`src/common/conv_pkg.sv`:
```
package conv_pkg;

    // adc stream geometry
    // eight samples per beat, one beat per aclk
    localparam int n_samp = 8;
    localparam int adc_bits = 16;

    // top bits kept by the capture lanes
    localparam int keep_bits = 12;

    // low sample bits thrown away by compression
    localparam int drop_bits = adc_bits - keep_bits;

    // full beat width, 128
    localparam int beat_bits = n_samp * adc_bits;

    // dense packing uses only the low 96 bits of a word
    localparam int dense_bits = n_samp * keep_bits;

    // capture lane buffer depth
    // equals the input credits a source owns after reset
    localparam int lane_depth = 4;

    // lane pointer and occupancy widths
    localparam int ptr_bits = $clog2(lane_depth);
    localparam int cnt_bits = $clog2(lane_depth + 1);

    // dac beats the packer may send before any credit comes back
    localparam int out_credits = 2;

    // width of the packer credit counter, holds 0 .. out_credits
    localparam int ocred_bits = $clog2(out_credits + 1);

    // one adc sample, two's complement, msb aligned
    typedef logic [adc_bits-1:0] sample_t;

    // raw adc beat
    // samp[0] sits in bits 15:0
    typedef struct packed {
        sample_t [n_samp-1:0] samp;
    } adc_beat_t;

    // compressed lane word
    // dense mode: sample i at bits i*12 +: 12, top 32 bits zero
    // lsb mode: sample i at bits i*16 +: 12, four zero bits above it
    typedef struct packed {
        logic [beat_bits-1:0] word;
    } packed_beat_t;

    // dac beat, channel 0 in the low half
    typedef struct packed {
        adc_beat_t hi;
        adc_beat_t lo;
    } dac_beat_t;

    // storage format of a capture lane
    typedef enum logic {
        PACK_DENSE = 1'b0,
        PACK_LSB   = 1'b1
    } pack_mode_e;

    // packer output stage
    // PK_SEND marks a registered dac beat on the output
    typedef enum logic {
        PK_IDLE = 1'b0,
        PK_SEND = 1'b1
    } packer_state_e;

endpackage

```
`src/design/capture_lane.sv`:
```
`timescale 1ns/1ps

module capture_lane #(
    parameter conv_pkg::pack_mode_e mode = conv_pkg::PACK_DENSE
) (
    input  logic                   aclk,
    input  logic                   rst,
    input  conv_pkg::adc_beat_t    in_beat,
    input  logic                   in_valid,
    output logic                   credit,
    output conv_pkg::packed_beat_t head,
    output logic                   avail,
    input  logic                   take
);

    import conv_pkg::*;

    // compress one beat to keep_bits per sample
    // the low drop_bits of every sample are discarded
    function automatic packed_beat_t compress(adc_beat_t b, pack_mode_e m);
        packed_beat_t w;
        for (int i = 0; i < n_samp; i++)
        begin
            if (m == PACK_DENSE)
            begin
                // back to back 12 bits apart
                w.word[i*keep_bits +: keep_bits] = b.samp[i][adc_bits-1:drop_bits];
            end
            else
            begin
                // one per 16 bit slot with zero padding on top
                w.word[i*adc_bits +: adc_bits] =
                    {{drop_bits{1'b0}}, b.samp[i][adc_bits-1:drop_bits]};
            end
        end
        // dense words leave the top bits clear
        if (m == PACK_DENSE)
        begin
            w.word[beat_bits-1:dense_bits] = '0;
        end
        return w;
    endfunction

    // circular buffer
    packed_beat_t         mem [lane_depth];
    logic [ptr_bits-1:0]  wr_ptr;
    logic [ptr_bits-1:0]  rd_ptr;
    logic [cnt_bits-1:0]  count;

    packed_beat_t comp;
    logic         push;
    logic         pop;

    // compressed form of the incoming beat
    assign comp = compress(in_beat, mode);

    // a sender only drives valid while it holds a credit
    // so a push always finds a free entry
    assign push = in_valid;

    // an entry leaves only when it is actually there
    assign pop = take && avail;

    // oldest entry is visible to the packer straight from the buffer
    assign head  = mem[rd_ptr];
    assign avail = (count != '0);

    // payload storage
    always_ff @(posedge aclk)
    begin
        if (push)
        begin
            mem[wr_ptr] <= comp;
        end
    end

    // pointers and occupancy
    always_ff @(posedge aclk)
    begin
        if (rst)
        begin
            wr_ptr <= '0;
            rd_ptr <= '0;
            count  <= '0;
        end
        else
        begin
            // pointers wrap on their own since depth is a power of two
            if (push)
            begin
                wr_ptr <= wr_ptr + 1'b1;
            end
            if (pop)
            begin
                rd_ptr <= rd_ptr + 1'b1;
            end
            unique case ({push, pop})
                2'b10:   count <= count + 1'b1;
                2'b01:   count <= count - 1'b1;
                default: count <= count;
            endcase
        end
    end

    // one credit back per freed entry
    // high for the cycle after the pop edge
    always_ff @(posedge aclk)
    begin
        if (rst)
        begin
            credit <= 1'b0;
        end
        else
        begin
            credit <= pop;
        end
    end

endmodule

```
`src/design/dac_pair_packer.sv`:
```
`timescale 1ns/1ps

module dac_pair_packer (
    input  logic                   aclk,
    input  logic                   rst,
    input  conv_pkg::packed_beat_t lane0_head,
    input  conv_pkg::packed_beat_t lane1_head,
    input  logic                   lane0_avail,
    input  logic                   lane1_avail,
    output logic                   take,
    output conv_pkg::dac_beat_t    dac_beat,
    output logic                   dac_valid,
    input  logic                   dac_credit
);

    import conv_pkg::*;

    // rebuild msb aligned 16 bit samples from a lane word
    // the 12 kept bits go on top, zeros fill the low bits
    function automatic adc_beat_t unpack(packed_beat_t w, pack_mode_e m);
        adc_beat_t b;
        logic [keep_bits-1:0] s;
        b = '0;
        for (int i = 0; i < n_samp; i++)
        begin
            if (m == PACK_DENSE)
            begin
                s = w.word[i*keep_bits +: keep_bits];
            end
            else
            begin
                // lsb aligned inside its 16 bit slot
                s = w.word[i*adc_bits +: keep_bits];
            end
            b.samp[i] = {s, {drop_bits{1'b0}}};
        end
        return b;
    endfunction

    // output credit counter
    logic [ocred_bits-1:0] cred;

    // output stage state
    packer_state_e state;

    // unpacked heads
    adc_beat_t beat0;
    adc_beat_t beat1;

    // lane 0 stores dense, lane 1 stores lsb aligned
    assign beat0 = unpack(lane0_head, PACK_DENSE);
    assign beat1 = unpack(lane1_head, PACK_LSB);

    // joint pop of both lanes
    // needs both heads and at least one output credit
    assign take = lane0_avail && lane1_avail && (cred != '0);

    // registered beat goes out in PK_SEND
    assign dac_valid = (state == PK_SEND);

    // credit is spent at the take edge, one cycle ahead of dac_valid
    always_ff @(posedge aclk)
    begin
        if (rst)
        begin
            cred <= out_credits[ocred_bits-1:0];
        end
        else
        begin
            unique case ({dac_credit, take})
                2'b10:   cred <= cred + 1'b1;
                2'b01:   cred <= cred - 1'b1;
                default: cred <= cred;
            endcase
        end
    end

    // one send cycle per take
    // back to back takes keep the state in PK_SEND
    always_ff @(posedge aclk)
    begin
        if (rst)
        begin
            state <= PK_IDLE;
        end
        else if (take)
        begin
            state <= PK_SEND;
        end
        else
        begin
            state <= PK_IDLE;
        end
    end

    // payload register
    // channel 0 low half, channel 1 high half
    always_ff @(posedge aclk)
    begin
        if (take)
        begin
            dac_beat.lo <= beat0;
            dac_beat.hi <= beat1;
        end
    end

endmodule

```
`src/design/rf_loopback_top.sv`:
```
`timescale 1ns/1ps

module rf_loopback_top (
    input  logic                aclk,
    input  logic                rst,
    input  conv_pkg::adc_beat_t adc0_beat,
    input  conv_pkg::adc_beat_t adc1_beat,
    input  logic                adc0_valid,
    input  logic                adc1_valid,
    output logic                adc0_credit,
    output logic                adc1_credit,
    output conv_pkg::dac_beat_t dac_beat,
    output logic                dac_valid,
    input  logic                dac_credit
);

    import conv_pkg::*;

    // lane heads toward the packer
    packed_beat_t lane0_head;
    packed_beat_t lane1_head;
    logic         lane0_avail;
    logic         lane1_avail;

    // single take, both lanes pop together
    logic take;

    // channel 0, dense 96 bit storage
    capture_lane #(
        .mode (PACK_DENSE)
    ) lane0 (
        .aclk     (aclk),
        .rst      (rst),
        .in_beat  (adc0_beat),
        .in_valid (adc0_valid),
        .credit   (adc0_credit),
        .head     (lane0_head),
        .avail    (lane0_avail),
        .take     (take)
    );

    // channel 1, one sample per 16 bit slot
    capture_lane #(
        .mode (PACK_LSB)
    ) lane1 (
        .aclk     (aclk),
        .rst      (rst),
        .in_beat  (adc1_beat),
        .in_valid (adc1_valid),
        .credit   (adc1_credit),
        .head     (lane1_head),
        .avail    (lane1_avail),
        .take     (take)
    );

    // pairs the two lanes into one dac beat
    dac_pair_packer packer (
        .aclk        (aclk),
        .rst         (rst),
        .lane0_head  (lane0_head),
        .lane1_head  (lane1_head),
        .lane0_avail (lane0_avail),
        .lane1_avail (lane1_avail),
        .take        (take),
        .dac_beat    (dac_beat),
        .dac_valid   (dac_valid),
        .dac_credit  (dac_credit)
    );

endmodule

```
`config.mk`:
```
export PLATFORM = sky130hd
export DESIGN_NAME = rf_loopback_top
export DESIGN_NICKNAME = d
export VERILOG_FILES = /design/src/common/conv_pkg.sv /design/src/design/capture_lane.sv /design/src/design/dac_pair_packer.sv /design/src/design/rf_loopback_top.sv
export SDC_FILE = /design/constraint.sdc
export NUM_CORES = 1
export LEC_CHECK = 0
export BUFFER_PORTS_ARGS = -buffer_cell sky130_fd_sc_hd__buf_4
export CORE_AREA = 2 2 247 249
export DETAILED_ROUTE_END_ITERATION = 10
export DIE_AREA = 0 0 249 251
export HOLD_SLACK_MARGIN = 0.06
export PLACE_DENSITY = 0.83
export SLEW_MARGIN = 20
export SYNTH_ARGS = -nofsm -noshare
export SYNTH_HDL_FRONTEND = slang
export SYNTH_HIERARCHICAL = 1
export SYNTH_SLANG_ARGS = --single-unit
```
`constraint.sdc`:
```
create_clock -name aclk -period 11.75 [get_ports aclk]
set_input_delay 0 -clock aclk [delete_from_list [all_inputs] [get_ports aclk]]
set_output_delay 0 -clock aclk [all_outputs]
set_load 0.1 [all_outputs]
```
# [Word-level counts from Yosys, hierarchy flattened]
# Memory sizes are Yosys's and may differ from the RTL's. A register that Yosys moved wholly into a read port is not among the register bits.
# Index checks and enable logic that the tools add are counted.
[word_totals] in_bits=261 ramBits=768 rom_bits=0 regBits=19 output_inout_bits=259 n_memories=2 latch_bits=0
[classes] reduce_logical=10 mul=0 shifts=0 eq_ne=6 magnitude_cmp=0 bitwise_logic=0 mux=8 n_div=0 n_addsub=10
[memory_table] name="lane0.mem" words=4 width=96 read_ports=1 rd_ports_with_merged_regs=1 wr=1 line="capture_lane.sv:45" rtl="packed_beat_t mem [lane_depth];"
[memory_table] name="lane1.mem" words=4 width=96 read_ports=1 rd_ports_with_merged_regs=1 wr=1 line="capture_lane.sv:45"
[op_table] cell="3-bit one-hot mux with 2 select lines" n=2
[op_table] cell="2-bit by 1-bit adder with 2-bit output (second input constant)" n=5
[op_table] cell="2-bit nonzero test" n=4
[op_table] cell="3-bit by 1-bit adder with 3-bit output (second input constant)" n=2
[op_table] cell="2-bit by 1-bit equality test with 1-bit output (second input constant)" n=3
[op_table] cell="2-bit equality test (second input constant)" n=3
[op_table] cell="3-bit nonzero test" n=2
[op_table] cell="3-bit by 1-bit subtractor with 3-bit output (second input constant)" n=2
[op_table] cell="1-bit two-way mux" n=5
[op_table] cell="1-bit logical AND" n=4
[op_table] cell="2-bit one-hot mux with 2 select lines" n=1
[op_table] cell="2-bit by 1-bit subtractor with 2-bit output (second input constant)" n=1

# [Logic depth before layout (Yosys ltp)]
[logic_depth] ltp_word=6 mapped_depth=10

# [Cells and area by module]
# The synthesis kept the hierarchy.
[by_module_without_submodules] mod="capture_lane (lane1)" n_inst=1 area_per_inst_um2=14571.5 cells_each=585
[by_module_without_submodules] mod="capture_lane (lane0)" n_inst=1 area_per_inst_um2=14556.5 cells_each=585
[by_module_without_submodules] mod="dac_pair_packer" n_inst=1 area_per_inst_um2=6382.4 cells_each=270

# [Least setup slack after synthesis]
# OpenSTA, ideal clock, no wires.
[synth_path] path_kind="flip-flop to flip-flop" start="register lane1.count[0]" end="register lane0.count[2]" t_required_ns=11.680 period_less_slack_ns=6.394 path_stages_with_launch=11 path_buffers=0 path_slack_ns=5.356 setup_ns=0.070 arrival_ns=6.324 path_cell_list="dfxtp_1 -> or3_1 -> o211a_1 -> o31ai_1 -> inv_1 -> ha_1 -> inv_1 -> fa_1 -> xor2_1 -> or3_1 -> a21oi_1"
[synth_between] elab_chain_cells=6 word_cells_on_any_way=8
[synth_rtl] element="start, declared" line="capture_lane.sv:48" rtl="logic [cnt_bits-1:0] count;"
[synth_rtl] element="start signal, assigned" line="capture_lane.sv:98" rtl="2'b10: count <= count + 1'b1;"
[synth_rtl] element="start signal, assigned" line="capture_lane.sv:99" rtl="2'b01: count <= count - 1'b1;"
[synth_rtl] element="start signal, assigned" line="capture_lane.sv:100" rtl="default: count <= count;"
[synth_rtl] element="3-bit nonzero test *" line="capture_lane.sv:66" rtl="assign avail = (count != '0);"
[synth_rtl] element="via lane1_avail" line="rf_loopback_top.sv:23" rtl="logic lane1_avail;"
[synth_rtl] element="1-bit logical AND * (2 in series)" line="dac_pair_packer.sv:56" rtl="assign take = lane0_avail && lane1_avail && (cred != '0);"
[synth_rtl] element="via take" line="rf_loopback_top.sv:26" rtl="logic take;"
[synth_rtl] element="1-bit logical AND *" line="capture_lane.sv:62" rtl="assign pop = take && avail;"
[synth_rtl] element="via lane0.pop" line="capture_lane.sv:52" rtl="logic pop;"
[synth_rtl] element="2-bit by 1-bit equality test with 1-bit output or 2-bit equality test (tied branches)" line="capture_lane.sv:97" rtl="unique case ({push, pop})"
[synth_rtl] element="3-bit one-hot mux with 2 select lines or 2-bit nonzero test (tied branches)"
[synth_rtl] element="end signal, assigned" line="capture_lane.sv:98"
[synth_rtl] element="end signal, assigned" line="capture_lane.sv:99"
[synth_rtl] element="end signal, assigned" line="capture_lane.sv:100"
[synth_rtl] element="end, declared" line="capture_lane.sv:48"
# Mark *: on every way through the listed nets, which the timed path passes. The rest lies on a longest branch.
# A chain may end at the register's enable or synchronous reset.

# [Worst setup path after layout]
[layout_path] start="register lane1.count[0]" end="register lane1.count[2]"
[layout_between] elab_chain_cells=6 word_cells_on_any_way=10
[layout_rtl] element="3-bit nonzero test *" line="capture_lane.sv:66"
[layout_rtl] element="via lane1_avail" line="rf_loopback_top.sv:23"
[layout_rtl] element="1-bit logical AND * (2 in series)" line="dac_pair_packer.sv:56"
[layout_rtl] element="via take" line="rf_loopback_top.sv:26"
[layout_rtl] element="1-bit logical AND *" line="capture_lane.sv:62"
[layout_rtl] element="via lane1.pop" line="capture_lane.sv:52"
[layout_rtl] element="2-bit by 1-bit equality test with 1-bit output or 2-bit equality test (tied branches)" line="capture_lane.sv:97"
[layout_rtl] element="3-bit one-hot mux with 2 select lines or 2-bit nonzero test (tied branches)"
# Marked as above.

==> summary.md <==
In this run the remaining antenna-violating nets after routing total 0. The count of buffers added on input and output ports is 391. Largest fanout on the critical path: 46. Walking the worst path, the cells encountered are or3_1, o211a_4, buf_4, o31ai_1, inv_1, ha_1, inv_1, fa_1, xor2_1, or3_1, a21oi_1.

Routability-driven placement finished with a final weighted congestion of 0.795. The worst setup path is of the flip-flop to flip-flop kind. The critical path's largest stage delay is 0.65 ns, and the maximum level of the CTS H-tree is 3. Clock tree synthesis inserted a total of 93 buffers. The first global-routing pass estimated 120 mm of wire. The total I/O pin count is 520. Part of the power in registers: 0.471.

The required time reported for the critical path endpoint came out at 12.33 ns. CTS placed an instance of sky130_fd_sc_hd__clkbuf_16 at the clock tree root. From synthesis to final layout, the design area changed by 24.6%. The logs give 42.4 mm for the placed wire-length estimate after detailed placement and 0.268 for the total track usage.

For the internal power, the log shows 6.32 mW. At the later pin of the worst-skew pair, clock insertion delay measures 0.66 ns. For the starting density of the core, the log shows 0.586. The violation count after the first detailed-route iteration was 1524; the total congestion overflow after global routing was 0. STA classifies the critical path endpoint as a flip-flop. For the pin with the worst max-slew slack, the measured transition is 1.04 ns.

The highest clock frequency the design can meet is 284 MHz, and the max-capacitance violation count is 0. In the routed design, unresolved DRC markers number 0. Among all stages on the critical path, the largest delay is contributed by sky130_fd_sc_hd__buf_4.

The count of endpoints failing setup in the final report was 0. The die span in y came out at 251 um. The fraction of layout cells with a size suffix above 1 works out to 0.352. In this run the horizontal extent of the chip is 249 um. The tools report the detailed-route via count as 16.8k. Worst hold path class: input port to flip-flop. Hold timing on the final database bottoms out at a slack of 0.0808 ns.

After filler insertion, the fill cell instance count of the layout stands at 3109. TritonCTS built the clock tree. The floorplan step defined a die boundary enclosing 62500 um^2. The floorplan step defined a core boundary enclosing 59800 um^2.

The run gives 0 ns as the accumulated negative setup slack. Setup repair after global routing left no endpoint under its margin. For this design the total switching power over the nets is 2.82 mW. Entering global routing, the biggest net connects 68 pins. For this design the static power due to leakage is 14.8 nW. The Yosys step of the flow raised 6 warnings.

Clock-pin slew was measured on the worst setup and hold paths at 0.07 ns. The number of slew-limit violations in the final report was 0; the buffers plus inverters on the worst setup path was 3. VDD sags by at most 0.000223 V. The number of antenna violations at the first check in global routing came out at 8.

The run gives 0.0429 ns as the worst setup skew after layout. The average wire per cell in the routed design was 28.7 um. On the critical path the largest part of the delay comes from compound AO/OA/AOI/OAI gates. The sink count of the clock tree was 983; the combined area of the multi-input logic cells was 5140 um^2. The number of search-and-repair iterations in the first detailed-routing pass is 5, and the proportion of power drawn by combinational gates is 0.199. The logs give 0.330 for the relative contribution of the clock network to total power and 2309 for the net count reported at finish. For the finished layout, the period the worst path requires is 3.52 ns.

Once the clock tree was built, the resizer swapped 0 gates to a different size. The count of endpoints failing hold in the final timing report is 0. The power density of the placed cells was 210 nW/um^2.

The share of total power consumed by net switching is 0.309. Summing every instance area after synthesis gives 35000 um^2. Across the whole layout, storage elements account for 29300 um^2. The arrival time of the worst setup path is 4.11 ns, and the cell count after synthesis is 1374. The routed design has 83.0 mm of wire. The ratio of final minimum period to clock period is 0.300.

For the total number of placement rows, the log shows 90. The average instance in the mapped netlist occupies 25.5 um^2. Startpoint type of the worst setup path: a flip-flop. The number of buffers between clock root and the deepest sink was 3.

Max-slew headroom at the worst pin: 0.304. The via count of the first global-routing pass was 18.1k. The run finished with clean final reports.

Using the TritonRoute via totals, the vias-per-cell ratio works out to 5.81.
-- layout make-up --
cell class | instances | area share
repair buffers | 613 | 0.117
clock buffers | 113 | 0.0555
inverters | 15 | 0.00129
well taps | 782 | 0.0224
clock inverters | 55 | 0.0142
diodes | 7 | 0.000401
flip-flops and latches | 983 | 0.671
multi-input cells | 329 | 0.118
-- power groups by stage --
| stage | Sequential (mW) | Combinational [mW] | Clock [mW] |
|---|---|---|---|
| 2_1_floorplan | 5.23 | 0.487 | 0 |
| 3_3_place_gp | 4.34 | 1.71 | 0 |
| 3_5_place_dp | 4.36 | 1.74 | 0 |
| 4_1_cts | 4.30 | 1.81 | 3.03 |
| 5_1_grt | 4.33 | 1.86 | 3.18 |
| 6_report | 4.31 | 1.82 | 3.02 |
-- per-stage QoR --
stage	worst slack [ns]	instance area, um^2	util	power (mW)	instances
after detailed placement	8.27	38500	0.645	6.10	2517
after global placement	8.35	38500	0.645	6.06	2517
after CTS	8.25	43600	0.730	9.15	2890
after floorplan	5.36	35300	-	5.72	1437
final	8.23	43700	0.730	9.15	2897
after global routing	8.04	43700	0.730	9.37	2896
-- layout by cell type, fill, tap and decap left out, types with 15 or more instances in the layout --
| master | n |
|---|---|
| sky130_fd_sc_hd__buf_4 | 408 |
| sky130_fd_sc_hd__dlygate4sd3_1 | 205 |
| sky130_fd_sc_hd__conb_1 | 64 |
| sky130_fd_sc_hd__edfxtp_1 | 960 |
| sky130_fd_sc_hd__dfxtp_1 | 19 |
| sky130_fd_sc_hd__clkinv_2 | 16 |
| sky130_fd_sc_hd__clkinv_1 | 19 |
| sky130_fd_sc_hd__clkbuf_16 | 94 |
| sky130_fd_sc_hd__inv_1 | 15 |
| sky130_fd_sc_hd__mux4_2 | 192 |
| sky130_fd_sc_hd__clkbuf_1 | 19 |
| sky130_fd_sc_hd__nor2_1 | 19 |
-- state kept, by name (all words and copies together), names as in the netlist, 2 cells and up, named ones only --
| signal | cells |
|---|---|
| lane0/mem | 384 |
| lane1/mem | 384 |
| packer/dac_beat | 192 |
| lane0/count | 3 |
| lane1/count | 3 |
| lane0/rd_ptr | 2 |
| lane0/wr_ptr | 2 |
| lane1/rd_ptr | 2 |
| lane1/wr_ptr | 2 |
| packer/cred | 2 |
-- path summary, 6_finish.rpt --
| check | slack, ns | endpoint | start | cells after the start |
|---|---|---|---|---|
| worst max-delay path | 8.23 | lane1/count[2] | lane1/count[0] | 11 |
| worst min-delay path | 0.08 | lane1/mem[3][44] | adc1_beat[60] | 2 |
| worst min register to register | 0.53 | flip-flop | lane0/rd_ptr[0] | 2 |
| worst max register to register | 8.23 | lane1/count[2] | lane1/count[0] | 11 |
-- timing repair --
item,in CTS,in global routing
hold buffers,205,0
buffers inserted,0,0
endpoints found under the hold margin,992,0
endpoints found under the setup margin,0,0
-- per-layer routing --
layer | GRT usage | vias up | wire, um
met5 | 0 | - | 24
met4 | 0.141 | 4 | 4460
met3 | 0.0561 | 229 | 5770
met2 | 0.477 | 952 | 45100
met1 | 0.306 | 8712 | 27700
li1 | - | 6938 | -
Note: power is estimated with default switching activity, not from simulation.
